[config.mk]
export PLATFORM = sky130hd
export DESIGN_NAME = rv_decode_top
export DESIGN_NICKNAME = d
export VERILOG_FILES = /design/src/rv_decode_pkg.sv /design/src/md_decode.sv /design/src/rv_decoder.sv /design/src/dec_queue.sv /design/src/dec_issue.sv /design/src/rv_decode_top.sv
export SDC_FILE = /design/constraint.sdc
export NUM_CORES = 1
export LEC_CHECK = 0
export BUFFER_PORTS_ARGS = -buffer_cell sky130_fd_sc_hd__buf_2
export CAP_MARGIN = 20
export CORE_ASPECT_RATIO = 1.4
export CORE_UTILIZATION = 65
export CTS_BUF_LIST = sky130_fd_sc_hd__clkbuf_8
export DETAILED_ROUTE_END_ITERATION = 7
export GPL_ROUTABILITY_DRIVEN = 0
export PLACE_DENSITY = 0.95
export RECOVER_POWER = 50
export SYNTH_ARGS = -nofsm -noshare
export SYNTH_HDL_FRONTEND = slang
export SYNTH_SLANG_ARGS = --single-unit
export TNS_END_PERCENT = 100
[constraint.sdc]
create_clock -name clk_i -period 6.1 [get_ports clk_i]
set_clock_uncertainty 0.15 [all_clocks]
set_input_delay 0.305 -clock clk_i [delete_from_list [all_inputs] [get_ports clk_i]]
set_output_delay 0.305 -clock clk_i [all_outputs]
set_load 0.01 [all_outputs]
[src/rv_decode_pkg.sv]
package rv_decode_pkg;

  //////////////////////////////////////////////////
  // opcodes
  //////////////////////////////////////////////////
  localparam logic [6:0] OPC_LUI      = 7'b0110111;
  localparam logic [6:0] OPC_AUIPC    = 7'b0010111;
  localparam logic [6:0] OPC_JAL      = 7'b1101111;
  localparam logic [6:0] OPC_JALR     = 7'b1100111;
  localparam logic [6:0] OPC_BRANCH   = 7'b1100011;
  localparam logic [6:0] OPC_LOAD     = 7'b0000011;
  localparam logic [6:0] OPC_STORE    = 7'b0100011;
  localparam logic [6:0] OPC_OP_IMM   = 7'b0010011;
  localparam logic [6:0] OPC_OP       = 7'b0110011;
  localparam logic [6:0] OPC_MISC_MEM = 7'b0001111;
  localparam logic [6:0] OPC_SYSTEM   = 7'b1110011;

  // non-CSR SYSTEM encodings, imm12 field
  localparam logic [11:0] F12_ECALL  = 12'h000;
  localparam logic [11:0] F12_EBREAK = 12'h001;
  localparam logic [11:0] F12_MRET   = 12'h302;
  localparam logic [11:0] F12_DRET   = 12'h7b2;
  localparam logic [11:0] F12_WFI    = 12'h105;

  // multiply/divide operator
  localparam logic [1:0] MD_MULL = 2'd0;
  localparam logic [1:0] MD_MULH = 2'd1;
  localparam logic [1:0] MD_DIV  = 2'd2;
  localparam logic [1:0] MD_REM  = 2'd3;

  localparam logic [1:0] CSR_READ  = 2'd0;
  localparam logic [1:0] CSR_WRITE = 2'd1;
  localparam logic [1:0] CSR_SET   = 2'd2;
  localparam logic [1:0] CSR_CLEAR = 2'd3;

  localparam logic [1:0] SIZE_W = 2'd0;
  localparam logic [1:0] SIZE_H = 2'd1;
  localparam logic [1:0] SIZE_B = 2'd2;

  //////////////////////////////////////////////////
  // control word layout, bits 26:24 reserved
  //////////////////////////////////////////////////
  localparam int CTRL_W = 27;

  localparam int B_ILLEGAL       = 0;
  localparam int B_ECALL         = 1;
  localparam int B_EBREAK        = 2;
  localparam int B_MRET          = 3;
  localparam int B_DRET          = 4;
  localparam int B_WFI           = 5;
  localparam int B_JUMP          = 6;
  localparam int B_BRANCH        = 7;
  localparam int B_FENCE_I       = 8;
  localparam int B_RF_WE         = 9;
  localparam int B_RF_WDATA_CSR  = 10;
  localparam int B_CSR_ACCESS    = 11;
  localparam int B_CSR_OP        = 12; // 2 bits
  localparam int B_MD_OP         = 14; // 2 bits
  localparam int B_MD_SIGNED     = 16; // 2 bits
  localparam int B_DATA_REQ      = 18;
  localparam int B_DATA_WE       = 19;
  localparam int B_DATA_TYPE     = 20; // 2 bits
  localparam int B_DATA_SIGN_EXT = 22;
  localparam int B_RS1_ZERO      = 23;

  localparam int QUEUE_DEPTH = 4;
  localparam int CREDIT_W    = 3;

  // R-type and I-type views of one instruction word
  typedef union packed {
    struct packed {
      logic [6:0] funct7;
      logic [4:0] rs2;
      logic [4:0] rs1;
      logic [2:0] funct3;
      logic [4:0] rd;
      logic [6:0] opcode;
    } r;
    struct packed {
      logic [11:0] imm12;
      logic [4:0]  rs1;
      logic [2:0]  funct3;
      logic [4:0]  rd;
      logic [6:0]  opcode;
    } i;
  } rv_instr_u;

endpackage

[src/md_decode.sv]
module md_decode (
  input  logic [6:0] funct7_i,
  input  logic [2:0] funct3_i,
  output logic       legal_o,
  output logic [1:0] md_op_o,
  output logic [1:0] md_signed_o
);
  import rv_decode_pkg::*;

  always_comb begin
    legal_o     = 1'b1;
    md_op_o     = MD_MULL;
    md_signed_o = 2'b00;
    case ({funct7_i, funct3_i})
      // RV32I register-register
      {7'b000_0000, 3'b000}, {7'b010_0000, 3'b000},  // add, sub
      {7'b000_0000, 3'b001}, {7'b000_0000, 3'b010},  // sll, slt
      {7'b000_0000, 3'b011}, {7'b000_0000, 3'b100},  // sltu, xor
      {7'b000_0000, 3'b101}, {7'b010_0000, 3'b101},  // srl, sra
      {7'b000_0000, 3'b110}, {7'b000_0000, 3'b111}: ; // or, and

      // RV32M
      {7'b000_0001, 3'b000}: md_op_o = MD_MULL;
      {7'b000_0001, 3'b001}: begin md_op_o = MD_MULH; md_signed_o = 2'b11; end
      {7'b000_0001, 3'b010}: begin md_op_o = MD_MULH; md_signed_o = 2'b01; end
      {7'b000_0001, 3'b011}: md_op_o = MD_MULH;         // mulhu
      {7'b000_0001, 3'b100}: begin md_op_o = MD_DIV; md_signed_o = 2'b11; end
      {7'b000_0001, 3'b101}: md_op_o = MD_DIV;          // divu
      {7'b000_0001, 3'b110}: begin md_op_o = MD_REM; md_signed_o = 2'b11; end
      {7'b000_0001, 3'b111}: md_op_o = MD_REM;          // remu
      default: legal_o = 1'b0;
    endcase
  end

endmodule

[src/rv_decoder.sv]
module rv_decoder (
  input  logic                              clk_i,
  input  logic                              rst_i,
  input  logic                              instr_valid_i,
  input  rv_decode_pkg::rv_instr_u          instr_i,
  output logic                              instr_ready_o,
  input  logic                              q_credit_i,
  output logic                              q_push_o,
  output logic [rv_decode_pkg::CTRL_W-1:0]  q_wdata_o
);
  import rv_decode_pkg::*;

  logic [CREDIT_W-1:0] credits;
  logic [2:0] funct3;
  logic md_legal;
  logic [1:0] md_op_dec, md_signed_dec;

  logic illegal, ecall, ebreak, mret, dret, wfi;
  logic jump, branch, fence_i, rf_we, rf_wdata_csr, csr_access;
  logic [1:0] csr_op, md_op, md_signed, data_type;
  logic data_req, data_we, data_sign_ext;

  assign funct3 = instr_i.i.funct3;

  md_decode md_decode_inst (
    .funct7_i    (instr_i.r.funct7),
    .funct3_i    (instr_i.r.funct3),
    .legal_o     (md_legal),
    .md_op_o     (md_op_dec),
    .md_signed_o (md_signed_dec)
  );

  //////////////////////////////////////////////////
  // opcode decode
  //////////////////////////////////////////////////
  always_comb begin
    illegal       = 1'b0;
    ecall         = 1'b0;
    ebreak        = 1'b0;
    mret          = 1'b0;
    dret          = 1'b0;
    wfi           = 1'b0;
    jump          = 1'b0;
    branch        = 1'b0;
    fence_i       = 1'b0;
    rf_we         = 1'b0;
    rf_wdata_csr  = 1'b0;
    csr_access    = 1'b0;
    csr_op        = CSR_READ;
    md_op         = MD_MULL;
    md_signed     = 2'b00;
    data_req      = 1'b0;
    data_we       = 1'b0;
    data_type     = SIZE_W;
    data_sign_ext = 1'b0;

    case (instr_i.r.opcode)
      OPC_JAL: begin
        jump  = 1'b1;
        rf_we = 1'b1;  // link written in the same step
      end
      OPC_JALR: begin
        jump    = 1'b1;
        rf_we   = 1'b1;
        illegal = (funct3 != 3'b000);
      end
      OPC_BRANCH: begin
        branch  = 1'b1;
        illegal = (funct3 == 3'b010) || (funct3 == 3'b011);
      end
      OPC_STORE: begin
        data_req = 1'b1;
        data_we  = 1'b1;
        illegal  = funct3[2];
        case (funct3[1:0])
          2'b00:   data_type = SIZE_B;
          2'b01:   data_type = SIZE_H;
          2'b10:   data_type = SIZE_W;
          default: illegal = 1'b1;
        endcase
      end
      OPC_LOAD: begin
        data_req      = 1'b1;
        data_sign_ext = ~funct3[2];  // lbu/lhu zero extend
        case (funct3[1:0])
          2'b00:   data_type = SIZE_B;
          2'b01:   data_type = SIZE_H;
          2'b10:   illegal = funct3[2];  // no lwu on rv32
          default: illegal = 1'b1;
        endcase
      end
      OPC_LUI, OPC_AUIPC: rf_we = 1'b1;
      OPC_OP_IMM: begin
        rf_we = 1'b1;
        // only plain shifts, no bit-manip encodings
        if (funct3 == 3'b001) begin
          illegal = (instr_i.r.funct7 != 7'b000_0000);
        end else if (funct3 == 3'b101) begin
          illegal = (instr_i.r.funct7 != 7'b000_0000) && (instr_i.r.funct7 != 7'b010_0000);
        end
      end
      OPC_OP: begin
        rf_we     = 1'b1;
        illegal   = ~md_legal;
        md_op     = md_op_dec;
        md_signed = md_signed_dec;
      end
      OPC_MISC_MEM: begin
        case (funct3)
          3'b000: ;  // fence, nop here
          3'b001: begin
            jump    = 1'b1;  // refetch after fence.i
            fence_i = 1'b1;
          end
          default: illegal = 1'b1;
        endcase
      end
      OPC_SYSTEM: begin
        if (funct3 == 3'b000) begin
          case (instr_i.i.imm12)
            F12_ECALL:  ecall  = 1'b1;
            F12_EBREAK: ebreak = 1'b1;
            F12_MRET:   mret   = 1'b1;
            F12_DRET:   dret   = 1'b1;
            F12_WFI:    wfi    = 1'b1;
            default:    illegal = 1'b1;
          endcase
          if (instr_i.i.rs1 != 5'd0 || instr_i.i.rd != 5'd0) begin
            illegal = 1'b1;
          end
        end else begin
          csr_access   = 1'b1;
          rf_wdata_csr = 1'b1;
          rf_we        = 1'b1;
          case (funct3[1:0])
            2'b01:   csr_op = CSR_WRITE;
            2'b10:   csr_op = CSR_SET;
            2'b11:   csr_op = CSR_CLEAR;
            default: illegal = 1'b1;
          endcase
        end
      end
      default: illegal = 1'b1;
    endcase

    // no side effects past this stage
    if (illegal) begin
      rf_we      = 1'b0;
      data_req   = 1'b0;
      data_we    = 1'b0;
      jump       = 1'b0;
      branch     = 1'b0;
      csr_access = 1'b0;
    end
  end

  always_comb begin
    q_wdata_o                      = '0;
    q_wdata_o[B_ILLEGAL]           = illegal;
    q_wdata_o[B_ECALL]             = ecall;
    q_wdata_o[B_EBREAK]            = ebreak;
    q_wdata_o[B_MRET]              = mret;
    q_wdata_o[B_DRET]              = dret;
    q_wdata_o[B_WFI]               = wfi;
    q_wdata_o[B_JUMP]              = jump;
    q_wdata_o[B_BRANCH]            = branch;
    q_wdata_o[B_FENCE_I]           = fence_i;
    q_wdata_o[B_RF_WE]             = rf_we;
    q_wdata_o[B_RF_WDATA_CSR]      = rf_wdata_csr;
    q_wdata_o[B_CSR_ACCESS]        = csr_access;
    q_wdata_o[B_CSR_OP +: 2]       = csr_op;
    q_wdata_o[B_MD_OP +: 2]        = md_op;
    q_wdata_o[B_MD_SIGNED +: 2]    = md_signed;
    q_wdata_o[B_DATA_REQ]          = data_req;
    q_wdata_o[B_DATA_WE]           = data_we;
    q_wdata_o[B_DATA_TYPE +: 2]    = data_type;
    q_wdata_o[B_DATA_SIGN_EXT]     = data_sign_ext;
    q_wdata_o[B_RS1_ZERO]          = (instr_i.i.rs1 == 5'd0);
  end

  //////////////////////////////////////////////////
  // credit counter
  //////////////////////////////////////////////////
  assign instr_ready_o = (credits != '0);
  assign q_push_o      = instr_valid_i & instr_ready_o;

  always_ff @(posedge clk_i) begin
    if (rst_i) begin
      credits <= CREDIT_W'(QUEUE_DEPTH);
    end else if (q_push_o && !q_credit_i) begin
      credits <= credits - 1'b1;
    end else if (q_credit_i && !q_push_o) begin
      credits <= credits + 1'b1;
    end
  end

  // returned credits never overrun the queue size
  a_push_credit: assert property (@(posedge clk_i) disable iff (rst_i)
    q_push_o |-> (credits != '0) && (credits <= CREDIT_W'(QUEUE_DEPTH)));

endmodule

[src/dec_queue.sv]
module dec_queue #(
  parameter int WIDTH = 27,
  parameter int DEPTH = 4
) (
  input  logic             clk_i,
  input  logic             rst_i,
  input  logic             push_i,
  input  logic [WIDTH-1:0] wdata_i,
  input  logic             pop_i,
  output logic             valid_o,
  output logic [WIDTH-1:0] rdata_o,
  output logic             credit_o
);
  localparam int PTR_W = (DEPTH > 1) ? $clog2(DEPTH) : 1;
  localparam int CNT_W = $clog2(DEPTH + 1);

  logic [WIDTH-1:0] mem [DEPTH];
  logic [PTR_W-1:0] wr_ptr, rd_ptr;
  logic [CNT_W-1:0] count;

  assign valid_o = (count != '0);
  assign rdata_o = mem[rd_ptr];  // head entry

  always_ff @(posedge clk_i) begin
    if (push_i) begin
      mem[wr_ptr] <= wdata_i;
    end
  end

  always_ff @(posedge clk_i) begin
    if (rst_i) begin
      wr_ptr   <= '0;
      rd_ptr   <= '0;
      count    <= '0;
      credit_o <= 1'b0;
    end else begin
      credit_o <= pop_i;  // one credit back per pop
      if (push_i) begin
        wr_ptr <= (wr_ptr == PTR_W'(DEPTH - 1)) ? '0 : wr_ptr + 1'b1;
      end
      if (pop_i) begin
        rd_ptr <= (rd_ptr == PTR_W'(DEPTH - 1)) ? '0 : rd_ptr + 1'b1;
      end
      if (push_i && !pop_i) begin
        count <= count + 1'b1;
      end else if (pop_i && !push_i) begin
        count <= count - 1'b1;
      end
    end
  end

  // producer credits must keep us from overflowing
  a_no_overflow: assert property (@(posedge clk_i) disable iff (rst_i)
    push_i |-> count != CNT_W'(DEPTH));

  a_no_underflow: assert property (@(posedge clk_i) disable iff (rst_i)
    pop_i |-> valid_o);

endmodule

[src/dec_issue.sv]
module dec_issue (
  input  logic                             clk_i,
  input  logic                             rst_i,
  input  logic                             q_valid_i,
  input  logic [rv_decode_pkg::CTRL_W-1:0] q_rdata_i,
  output logic                             q_pop_o,
  input  logic                             dec_ready_i,
  output logic                             dec_valid_o,
  output logic                             illegal_o,
  output logic                             ecall_o,
  output logic                             ebreak_o,
  output logic                             mret_o,
  output logic                             dret_o,
  output logic                             wfi_o,
  output logic                             jump_o,
  output logic                             branch_o,
  output logic                             fence_i_o,
  output logic                             rf_we_o,
  output logic                             rf_wdata_csr_o,
  output logic                             csr_access_o,
  output logic [1:0]                       csr_op_o,
  output logic [1:0]                       md_op_o,
  output logic [1:0]                       md_signed_o,
  output logic                             data_req_o,
  output logic                             data_we_o,
  output logic [1:0]                       data_type_o,
  output logic                             data_sign_ext_o
);
  import rv_decode_pkg::*;

  logic [CTRL_W-1:0] ctrl_q;
  logic [CTRL_W-1:0] ctrl_d;
  logic [1:0]        head_csr_op;

  // load when empty or being taken this cycle
  assign q_pop_o = q_valid_i & (~dec_valid_o | dec_ready_i);

  //////////////////////////////////////////////////
  // CSR operand check
  //////////////////////////////////////////////////
  assign head_csr_op = q_rdata_i[B_CSR_OP +: 2];

  always_comb begin
    ctrl_d = q_rdata_i;
    // set/clear from x0 only reads the CSR
    if (q_rdata_i[B_RS1_ZERO] && (head_csr_op == CSR_SET || head_csr_op == CSR_CLEAR)) begin
      ctrl_d[B_CSR_OP +: 2] = CSR_READ;
    end
  end

  always_ff @(posedge clk_i) begin
    if (q_pop_o) begin
      ctrl_q <= ctrl_d;
    end
  end

  always_ff @(posedge clk_i) begin
    if (rst_i) begin
      dec_valid_o <= 1'b0;
    end else if (q_pop_o) begin
      dec_valid_o <= 1'b1;
    end else if (dec_ready_i) begin
      dec_valid_o <= 1'b0;
    end
  end

  assign illegal_o       = ctrl_q[B_ILLEGAL];
  assign ecall_o         = ctrl_q[B_ECALL];
  assign ebreak_o        = ctrl_q[B_EBREAK];
  assign mret_o          = ctrl_q[B_MRET];
  assign dret_o          = ctrl_q[B_DRET];
  assign wfi_o           = ctrl_q[B_WFI];
  assign jump_o          = ctrl_q[B_JUMP];
  assign branch_o        = ctrl_q[B_BRANCH];
  assign fence_i_o       = ctrl_q[B_FENCE_I];
  assign rf_we_o         = ctrl_q[B_RF_WE];
  assign rf_wdata_csr_o  = ctrl_q[B_RF_WDATA_CSR];
  assign csr_access_o    = ctrl_q[B_CSR_ACCESS];
  assign csr_op_o        = ctrl_q[B_CSR_OP +: 2];
  assign md_op_o         = ctrl_q[B_MD_OP +: 2];
  assign md_signed_o     = ctrl_q[B_MD_SIGNED +: 2];
  assign data_req_o      = ctrl_q[B_DATA_REQ];
  assign data_we_o       = ctrl_q[B_DATA_WE];
  assign data_type_o     = ctrl_q[B_DATA_TYPE +: 2];
  assign data_sign_ext_o = ctrl_q[B_DATA_SIGN_EXT];

  // stalled output holds its value
  a_stall_stable: assert property (@(posedge clk_i) disable iff (rst_i)
    dec_valid_o && !dec_ready_i |=> dec_valid_o && $stable(ctrl_q));

endmodule

[src/rv_decode_top.sv]
module rv_decode_top (
  input  logic                     clk_i,
  input  logic                     rst_i,
  input  logic                     instr_valid_i,
  input  rv_decode_pkg::rv_instr_u instr_i,
  output logic                     instr_ready_o,
  input  logic                     dec_ready_i,
  output logic                     dec_valid_o,
  output logic                     illegal_o,
  output logic                     ecall_o,
  output logic                     ebreak_o,
  output logic                     mret_o,
  output logic                     dret_o,
  output logic                     wfi_o,
  output logic                     jump_o,
  output logic                     branch_o,
  output logic                     fence_i_o,
  output logic                     rf_we_o,
  output logic                     rf_wdata_csr_o,
  output logic                     csr_access_o,
  output logic [1:0]               csr_op_o,
  output logic [1:0]               md_op_o,
  output logic [1:0]               md_signed_o,
  output logic                     data_req_o,
  output logic                     data_we_o,
  output logic [1:0]               data_type_o,
  output logic                     data_sign_ext_o
);
  import rv_decode_pkg::*;

  logic              q_push, q_credit, q_valid, q_pop;
  logic [CTRL_W-1:0] q_wdata, q_rdata;

  rv_decoder rv_decoder_inst (
    .clk_i         (clk_i),
    .rst_i         (rst_i),
    .instr_valid_i (instr_valid_i),
    .instr_i       (instr_i),
    .instr_ready_o (instr_ready_o),
    .q_credit_i    (q_credit),
    .q_push_o      (q_push),
    .q_wdata_o     (q_wdata)
  );

  dec_queue #(.WIDTH(CTRL_W), .DEPTH(QUEUE_DEPTH)) dec_queue_inst (
    .clk_i    (clk_i),
    .rst_i    (rst_i),
    .push_i   (q_push),
    .wdata_i  (q_wdata),
    .pop_i    (q_pop),
    .valid_o  (q_valid),
    .rdata_o  (q_rdata),
    .credit_o (q_credit)
  );

  dec_issue dec_issue_inst (
    .clk_i           (clk_i),
    .rst_i           (rst_i),
    .q_valid_i       (q_valid),
    .q_rdata_i       (q_rdata),
    .q_pop_o         (q_pop),
    .dec_ready_i     (dec_ready_i),
    .dec_valid_o     (dec_valid_o),
    .illegal_o       (illegal_o),
    .ecall_o         (ecall_o),
    .ebreak_o        (ebreak_o),
    .mret_o          (mret_o),
    .dret_o          (dret_o),
    .wfi_o           (wfi_o),
    .jump_o          (jump_o),
    .branch_o        (branch_o),
    .fence_i_o       (fence_i_o),
    .rf_we_o         (rf_we_o),
    .rf_wdata_csr_o  (rf_wdata_csr_o),
    .csr_access_o    (csr_access_o),
    .csr_op_o        (csr_op_o),
    .md_op_o         (md_op_o),
    .md_signed_o     (md_signed_o),
    .data_req_o      (data_req_o),
    .data_we_o       (data_we_o),
    .data_type_o     (data_type_o),
    .data_sign_ext_o (data_sign_ext_o)
  );

endmodule

---- Yosys cells after proc, flatten, opt, wreduce, memory -nomap -nowiden ----
Memories as Yosys holds them, arrays and structs flattened. A register that Yosys moved wholly into a read port is not among the register bits.
Cells that the tools add are included.
storage, ports and cells
  register bits after elaboration ......... 35
  RAM bits ................................ 96
  output and inout port bits .............. 25
  word-level logic and storage cells ...... 168
  memories ................................ 1
operators by class
  add/subtract/negate cells ............... 6
  equal/unequal tests ..................... 44
  multiplexer cells ....................... 63
  bitwise operators ....................... 6
  reductions and logical operators ........ 40
memories
  name                words  bits a word  rd ports  clocked after memory_dff  write ports  line             source
  dec_queue_inst.mem  4      24           1         1                         1            dec_queue.sv:17  logic [WIDTH-1:0] mem [DEPTH];
operators with widths
  operator              count
  $eq 10x4->1 const B   8
  $mux 1                42
  $eq 10x3->1 const B   4
  $eq 7x7->1 const B    4
  $eq 7x6->1 const B    3
  $eq 10x2->1 const B   2
  $eq 10x9->1 const B   2
  $mux 2                9
  $reduce_or 18->1      1
  $reduce_or 3->1       5
  $eq 7x5->1 const B    2
  $eq 12x1->1 const B   1
  $eq 12x10->1 const B  1
  $eq 12x11->1 const B  1
  $eq 12x9->1 const B   1
  $eq 2x2->1 const B    6
  $logic_not 12->1      1
  $mux 3                4
  $pmux 2 s3            2
  $reduce_or 2->1       6
  $eq 10x1->1 const B   1
  $logic_not 10->1      1
  $reduce_bool 5->1     2
  $pmux 1 s9            1
  other kinds (26)      49

---- Depth between registers and ports, before layout ----
  word-level depth ........................ 7
  gate-level depth with buffers ........... 9
  gate-level depth less buffers ........... 8

---- By module ----
Synthesis repeated with hierarchy kept, for this count alone.
second synthesis, totals
  cell total of the unflattened synthesis .. 368
  area total of the unflattened synthesis .. 6,129.6 sq um
modules (own cells, without submodules)
  module      instances  cells an instance  area an instance (sq um)  sequential area each (sq um)
  dec_queue   1          187                4,405.5                   3,443.3
  rv_decoder  1          134                870.8                     60.1
  dec_issue   1          30                 759.5                     710.7
  md_decode   1          17                 93.8                      0.0

---- Least setup slack after synthesis ----
OpenSTA, ideal clock, no wires.
  path kind ............................... register to register
  start ................................... reg rv_decoder_inst.credits[0]
  end ..................................... reg rv_decoder_inst.credits[2]
  library setup time ...................... 0.132 ns
  data arrival time ....................... 2.246 ns
  data required time ...................... 5.818 ns
  path slack .............................. 3.571 ns
  cell stages (with the launch flop) ...... 10
  clock period less this slack ............ 2.529 ns
  cells stage by stage .................... dfxtp_1 or3_1 and2_1 clkbuf_1 ha_1 inv_1 fa_1 xor2_1 o21ai_0 or3b_2
on the way
  word-level cells in the longest chain between the ends .. 5
  elaborated cells on any way between the ends .. 10
  those cells by class .................... add/sub: 2; mux: 2; bitwise: 1; reduce/logical: 5
ends and longest elaborated chain
  element                             line                source
  start: declaration                  rv_decoder.sv:13    logic [CREDIT_W-1:0] credits;
  start signal: assignment            rv_decoder.sv:189   credits <= CREDIT_W'(QUEUE_DEPTH);
  start signal: assignment            rv_decoder.sv:191   credits <= credits - 1'b1;
  start signal: assignment            rv_decoder.sv:193   credits <= credits + 1'b1;
  $reduce_bool 3->1 *                 rv_decoder.sv:184   assign instr_ready_o = (credits != '0);
  net instr_ready_o                   rv_decode_top.sv:6  output logic instr_ready_o,
  $and 1x1->1 *                       rv_decoder.sv:185   assign q_push_o = instr_valid_i & instr_ready_o;
  net dec_queue_inst.push_i           dec_queue.sv:7      input logic push_i,
  $logic_not 1->1                     rv_decoder.sv:192   end else if (q_credit_i && !q_push_o) begin
  $logic_and 1x1->1                   rv_decoder.sv:192
  $reduce_bool 2->1 (no source line)  -
Mark *: on every way through the listed nets, which the timed path passes. The rest lies on a longest branch. The select of a mux whose other input is x is not followed.
A chain may end at the register's enable or synchronous reset.

---- Worst setup path in the final report ----
  start ................................... reg rv_decoder_inst.credits[2]
  end ..................................... reg rv_decoder_inst.credits[2]
on the way
  word-level cells in the longest chain between the ends .. 5
  elaborated cells on any way between the ends .. 10
  those cells by class .................... add/sub: 2; mux: 2; bitwise: 1; reduce/logical: 5
ends and longest elaborated chain
  element
  branches (longest 5 deep; another with $add 3x1->3)
Several ways; the timed one is not identified. The select of a mux whose other input is x is not followed.

==> results.txt <==
sum of internal, switching and leakage power: 2710 uW
drt pass-1 iters: 6
via density per instance: 6.32
failing checks: max-capacitance violations, max-slew violations
layout cells sized above 1: 0.228
first-pass GRT wire length: 16600 um
worst hold path stage count: 2
Clk Tree Root Cell: sky130_fd_sc_hd__clkbuf_8
Post-Syn Nets: 371
Period Utilization, post-route: 0.447
Chip Height: 110 um
number of antenna violations at the first check in global routing: 0
endpoint arrival time on the critical path: 2.88 ns
final worst path period need: 2.73 ns
overall die width: 79.2 um
Post-Synthesis Mean Instance Area: 16.7 um^2
final setup fails: 0
global-route usage over all layers: 0.275
CP required: 6.25 ns
max_cap viols: 3
number of fill cells in the layout: 431
Post-Route M1 WL: 4010 um
CTS buffer count: 17
Leak: 0.00220 uW
Core ar.: 8150 um^2
WL met3: 690 um
number of nets still failing antenna checks after routing: 0
initial core utilization: 0.666
Area growth syn-to-layout: 14.5%
# DRC: 0
status: finished with violations
TNS Setup: 0 ns
Max Slew Vio Count: 75
#FFs+latches synth: 133
CTS tree: yes
area of the die: 8730 um^2
post-synth cell types: 46
H-Tree Depth: 4
Clock Pin Slew Worst Setup and Hold Paths: 0.07 ns
Post-synth top cells: sky130_fd_sc_hd__edfxtp_1, sky130_fd_sc_hd__nor2_1, sky130_fd_sc_hd__mux4_2, sky130_fd_sc_hd__dfxtp_1, sky130_fd_sc_hd__nor3_1
finished layout cell area: 6210 um^2
NumNets Final: 444
Clock Latency Late Sink: 0.42 ns
synthesized netlist cell count: 326
max frequency: 0.367 GHz
Post-Route Utilization: 0.763
Resized Gates After CTS: 0
number of buffers inserted by post-CTS setup repair: 0
number of endpoints with negative hold slack in the final report: 0
pin count of the biggest net entering global routing: 25
maximum fanout along the worst path: 6
most common cell in the synthesized netlist: sky130_fd_sc_hd__edfxtp_1
RSZ-0062 raised after global routing: false
clk sinks: 133
critical path startpoint category: flip-flop
highest metal used: met4
total standard cell area after synthesis: 5430 um^2
grt total ovfl: 0
slew at the pin closest to its max-slew limit: 1.66 ns
number of hold buffers added after CTS: 0
sequential area share after synthesis: 0.710
kind of end point of the critical path: flip-flop
worst-case register-to-register setup slack: 3.37 ns
final worst slack: 3.37 ns
type of the worst setup path: flip-flop to flip-flop
Total Routed Length: 10900 um
area leader, netlist: sky130_fd_sc_hd__edfxtp_1
path category of the worst min-delay check: primary input to flip-flop
multi-input logic area: 1470 um^2
vias post-DR: 3246
fraction of synthesized cell area taken by the top area cell type: 0.658
post-detailed-placement cell area: 5860 um^2
Rel. slew slack: -0.109
# rows: 39
Primary FF master, synth: sky130_fd_sc_hd__edfxtp_1
number of synthesized flops with an enable pin: 119
number of DRC violations after detailed-routing iteration 0: 290
worst-case reg-to-reg path depth: 8
Bufs on Longest Clock Path: 2
pre-CTS setup slack: 3.50 ns
Peak supply drop: 0.368 mV
total area of sequential cells: 3850 um^2
Detailed Place HPWL: 7140 um
top-level port count: 61
Synth area leaders: sky130_fd_sc_hd__edfxtp_1, sky130_fd_sc_hd__mux4_2, sky130_fd_sc_hd__dfxtp_1
count of port buffers added during placement: 60
vias in the first global route: 3291
async set-reset flop share out of synthesis: 0
detailed route wirelength on metal2: 5820 um
power density of the placed cells: 436 nW/um^2
total of warnings raised by yosys: 0
average wire per standard cell: 21.2 um
antenna cell count: 0
[worst max-delay path, cell delays in order (launching register included)]
cell and delay (ns):
sky130_fd_sc_hd__dfxtp_1 0.38, sky130_fd_sc_hd__or3_1 0.22, sky130_fd_sc_hd__and2_0 0.32, sky130_fd_sc_hd__ha_1 0.25, sky130_fd_sc_hd__inv_1 0.07, sky130_fd_sc_hd__fa_1 0.44, sky130_fd_sc_hd__xor2_1 0.18, sky130_fd_sc_hd__o21ai_0 0.16
sky130_fd_sc_hd__or3b_2 0.44
[sequential cells by signal (all words and copies together) (netlist names), named ones only]
| name | flops |
|---|---|
| dec_issue_inst.dec_valid_o | 1 |
| rv_decoder_inst.credits | 3 |
| dec_queue_inst.wr_ptr | 2 |
| dec_issue_inst.ctrl_q | 23 |
| dec_queue_inst.rd_ptr | 2 |
| dec_queue_inst.count | 3 |
| dec_queue_inst.mem | 96 |
| dec_queue_inst.credit_o | 1 |
[logic make-up (layout without fill, tap and decap cells)]
| group | after synthesis | after routing | synth area share |
|---|---|---|---|
| flops | 133 | 133 | 0.710 |
| simple gates | 104 | 104 | 0.108 |
| xor+xnor | 4 | 4 | 0.00645 |
| mux | 25 | 25 | 0.101 |
| buf+inv | 24 | 110 | 0.0175 |
| compound gates | 27 | 27 | 0.0332 |
| fa+ha+maj | 9 | 9 | 0.0235 |
[report_power, final]
| part | leakage (uW) | total [uW] | internal [uW] | switching (uW) |
|---|---|---|---|---|
| Sequential | 0.00128 | 1320 | 1230 | 88.2 |
| Combinational | 0.000698 | 630 | 268 | 361 |
| Clock | 0.000232 | 763 | 455 | 308 |
| Total | 0.00220 | 2710 | 1950 | 758 |
[cells in the final DEF, fill, tap and decap left out, drive strengths merged, types with 2 or more instances in the layout]
cell,count
a21oi,13
and2,2
and3,11
and4bb,2
buf,34
bufinv,3
clkbuf,54
clkinv,4
dfxtp,14
edfxtp,119
fa,2
ha,7
inv,15
mux4,24
nand2,12
nand2b,4
nand3,5
nand4,3
nor2,31
nor2b,4
nor3,14
nor3b,2
nor4,3
o21a,2
o21ai,3
o31ai,2
or3,2
or4,4
xor2,4
[through the flow]
| stage | hold WS (ns) | std cells |
|---|---|---|
| floorplan | 0.224 | 326 |
| detailed placement | 0.348 | 482 |
| global placement | 0.314 | 481 |
| finish | 0.0467 | 514 |
| global route | 0.0306 | 514 |
| CTS | 0.0179 | 514 |
[metal layers]
metal  vias to the layer above  GRT usage
met5                         -          0
met4                         0      0.170
met3                        32     0.0568
met2                       191      0.467
met1                      1599      0.323
li1                       1424          -
[area by class of cell]
class | count | area share
Inverter | 12 | 0.00725
Multi-Input combinational cell | 169 | 0.236
Clock buffer | 22 | 0.0487
Clock inverter | 10 | 0.0205
Sequential cell | 133 | 0.620
Tap cell | 102 | 0.0205
Timing Repair Buffer | 66 | 0.0471
[final timing paths]
check / start / to
worst max register to register: rv_decoder_inst.credits[2] / rv_decoder_inst.credits[2]
worst min register to register: dec_queue_inst.rd_ptr[1] / dec_queue_inst.rd_ptr[1]
worst max-delay path: rv_decoder_inst.credits[2] / rv_decoder_inst.credits[2]
worst min-delay path: rst_i / rv_decoder_inst.credits[0]
Power figures use the tool's default switching activity.
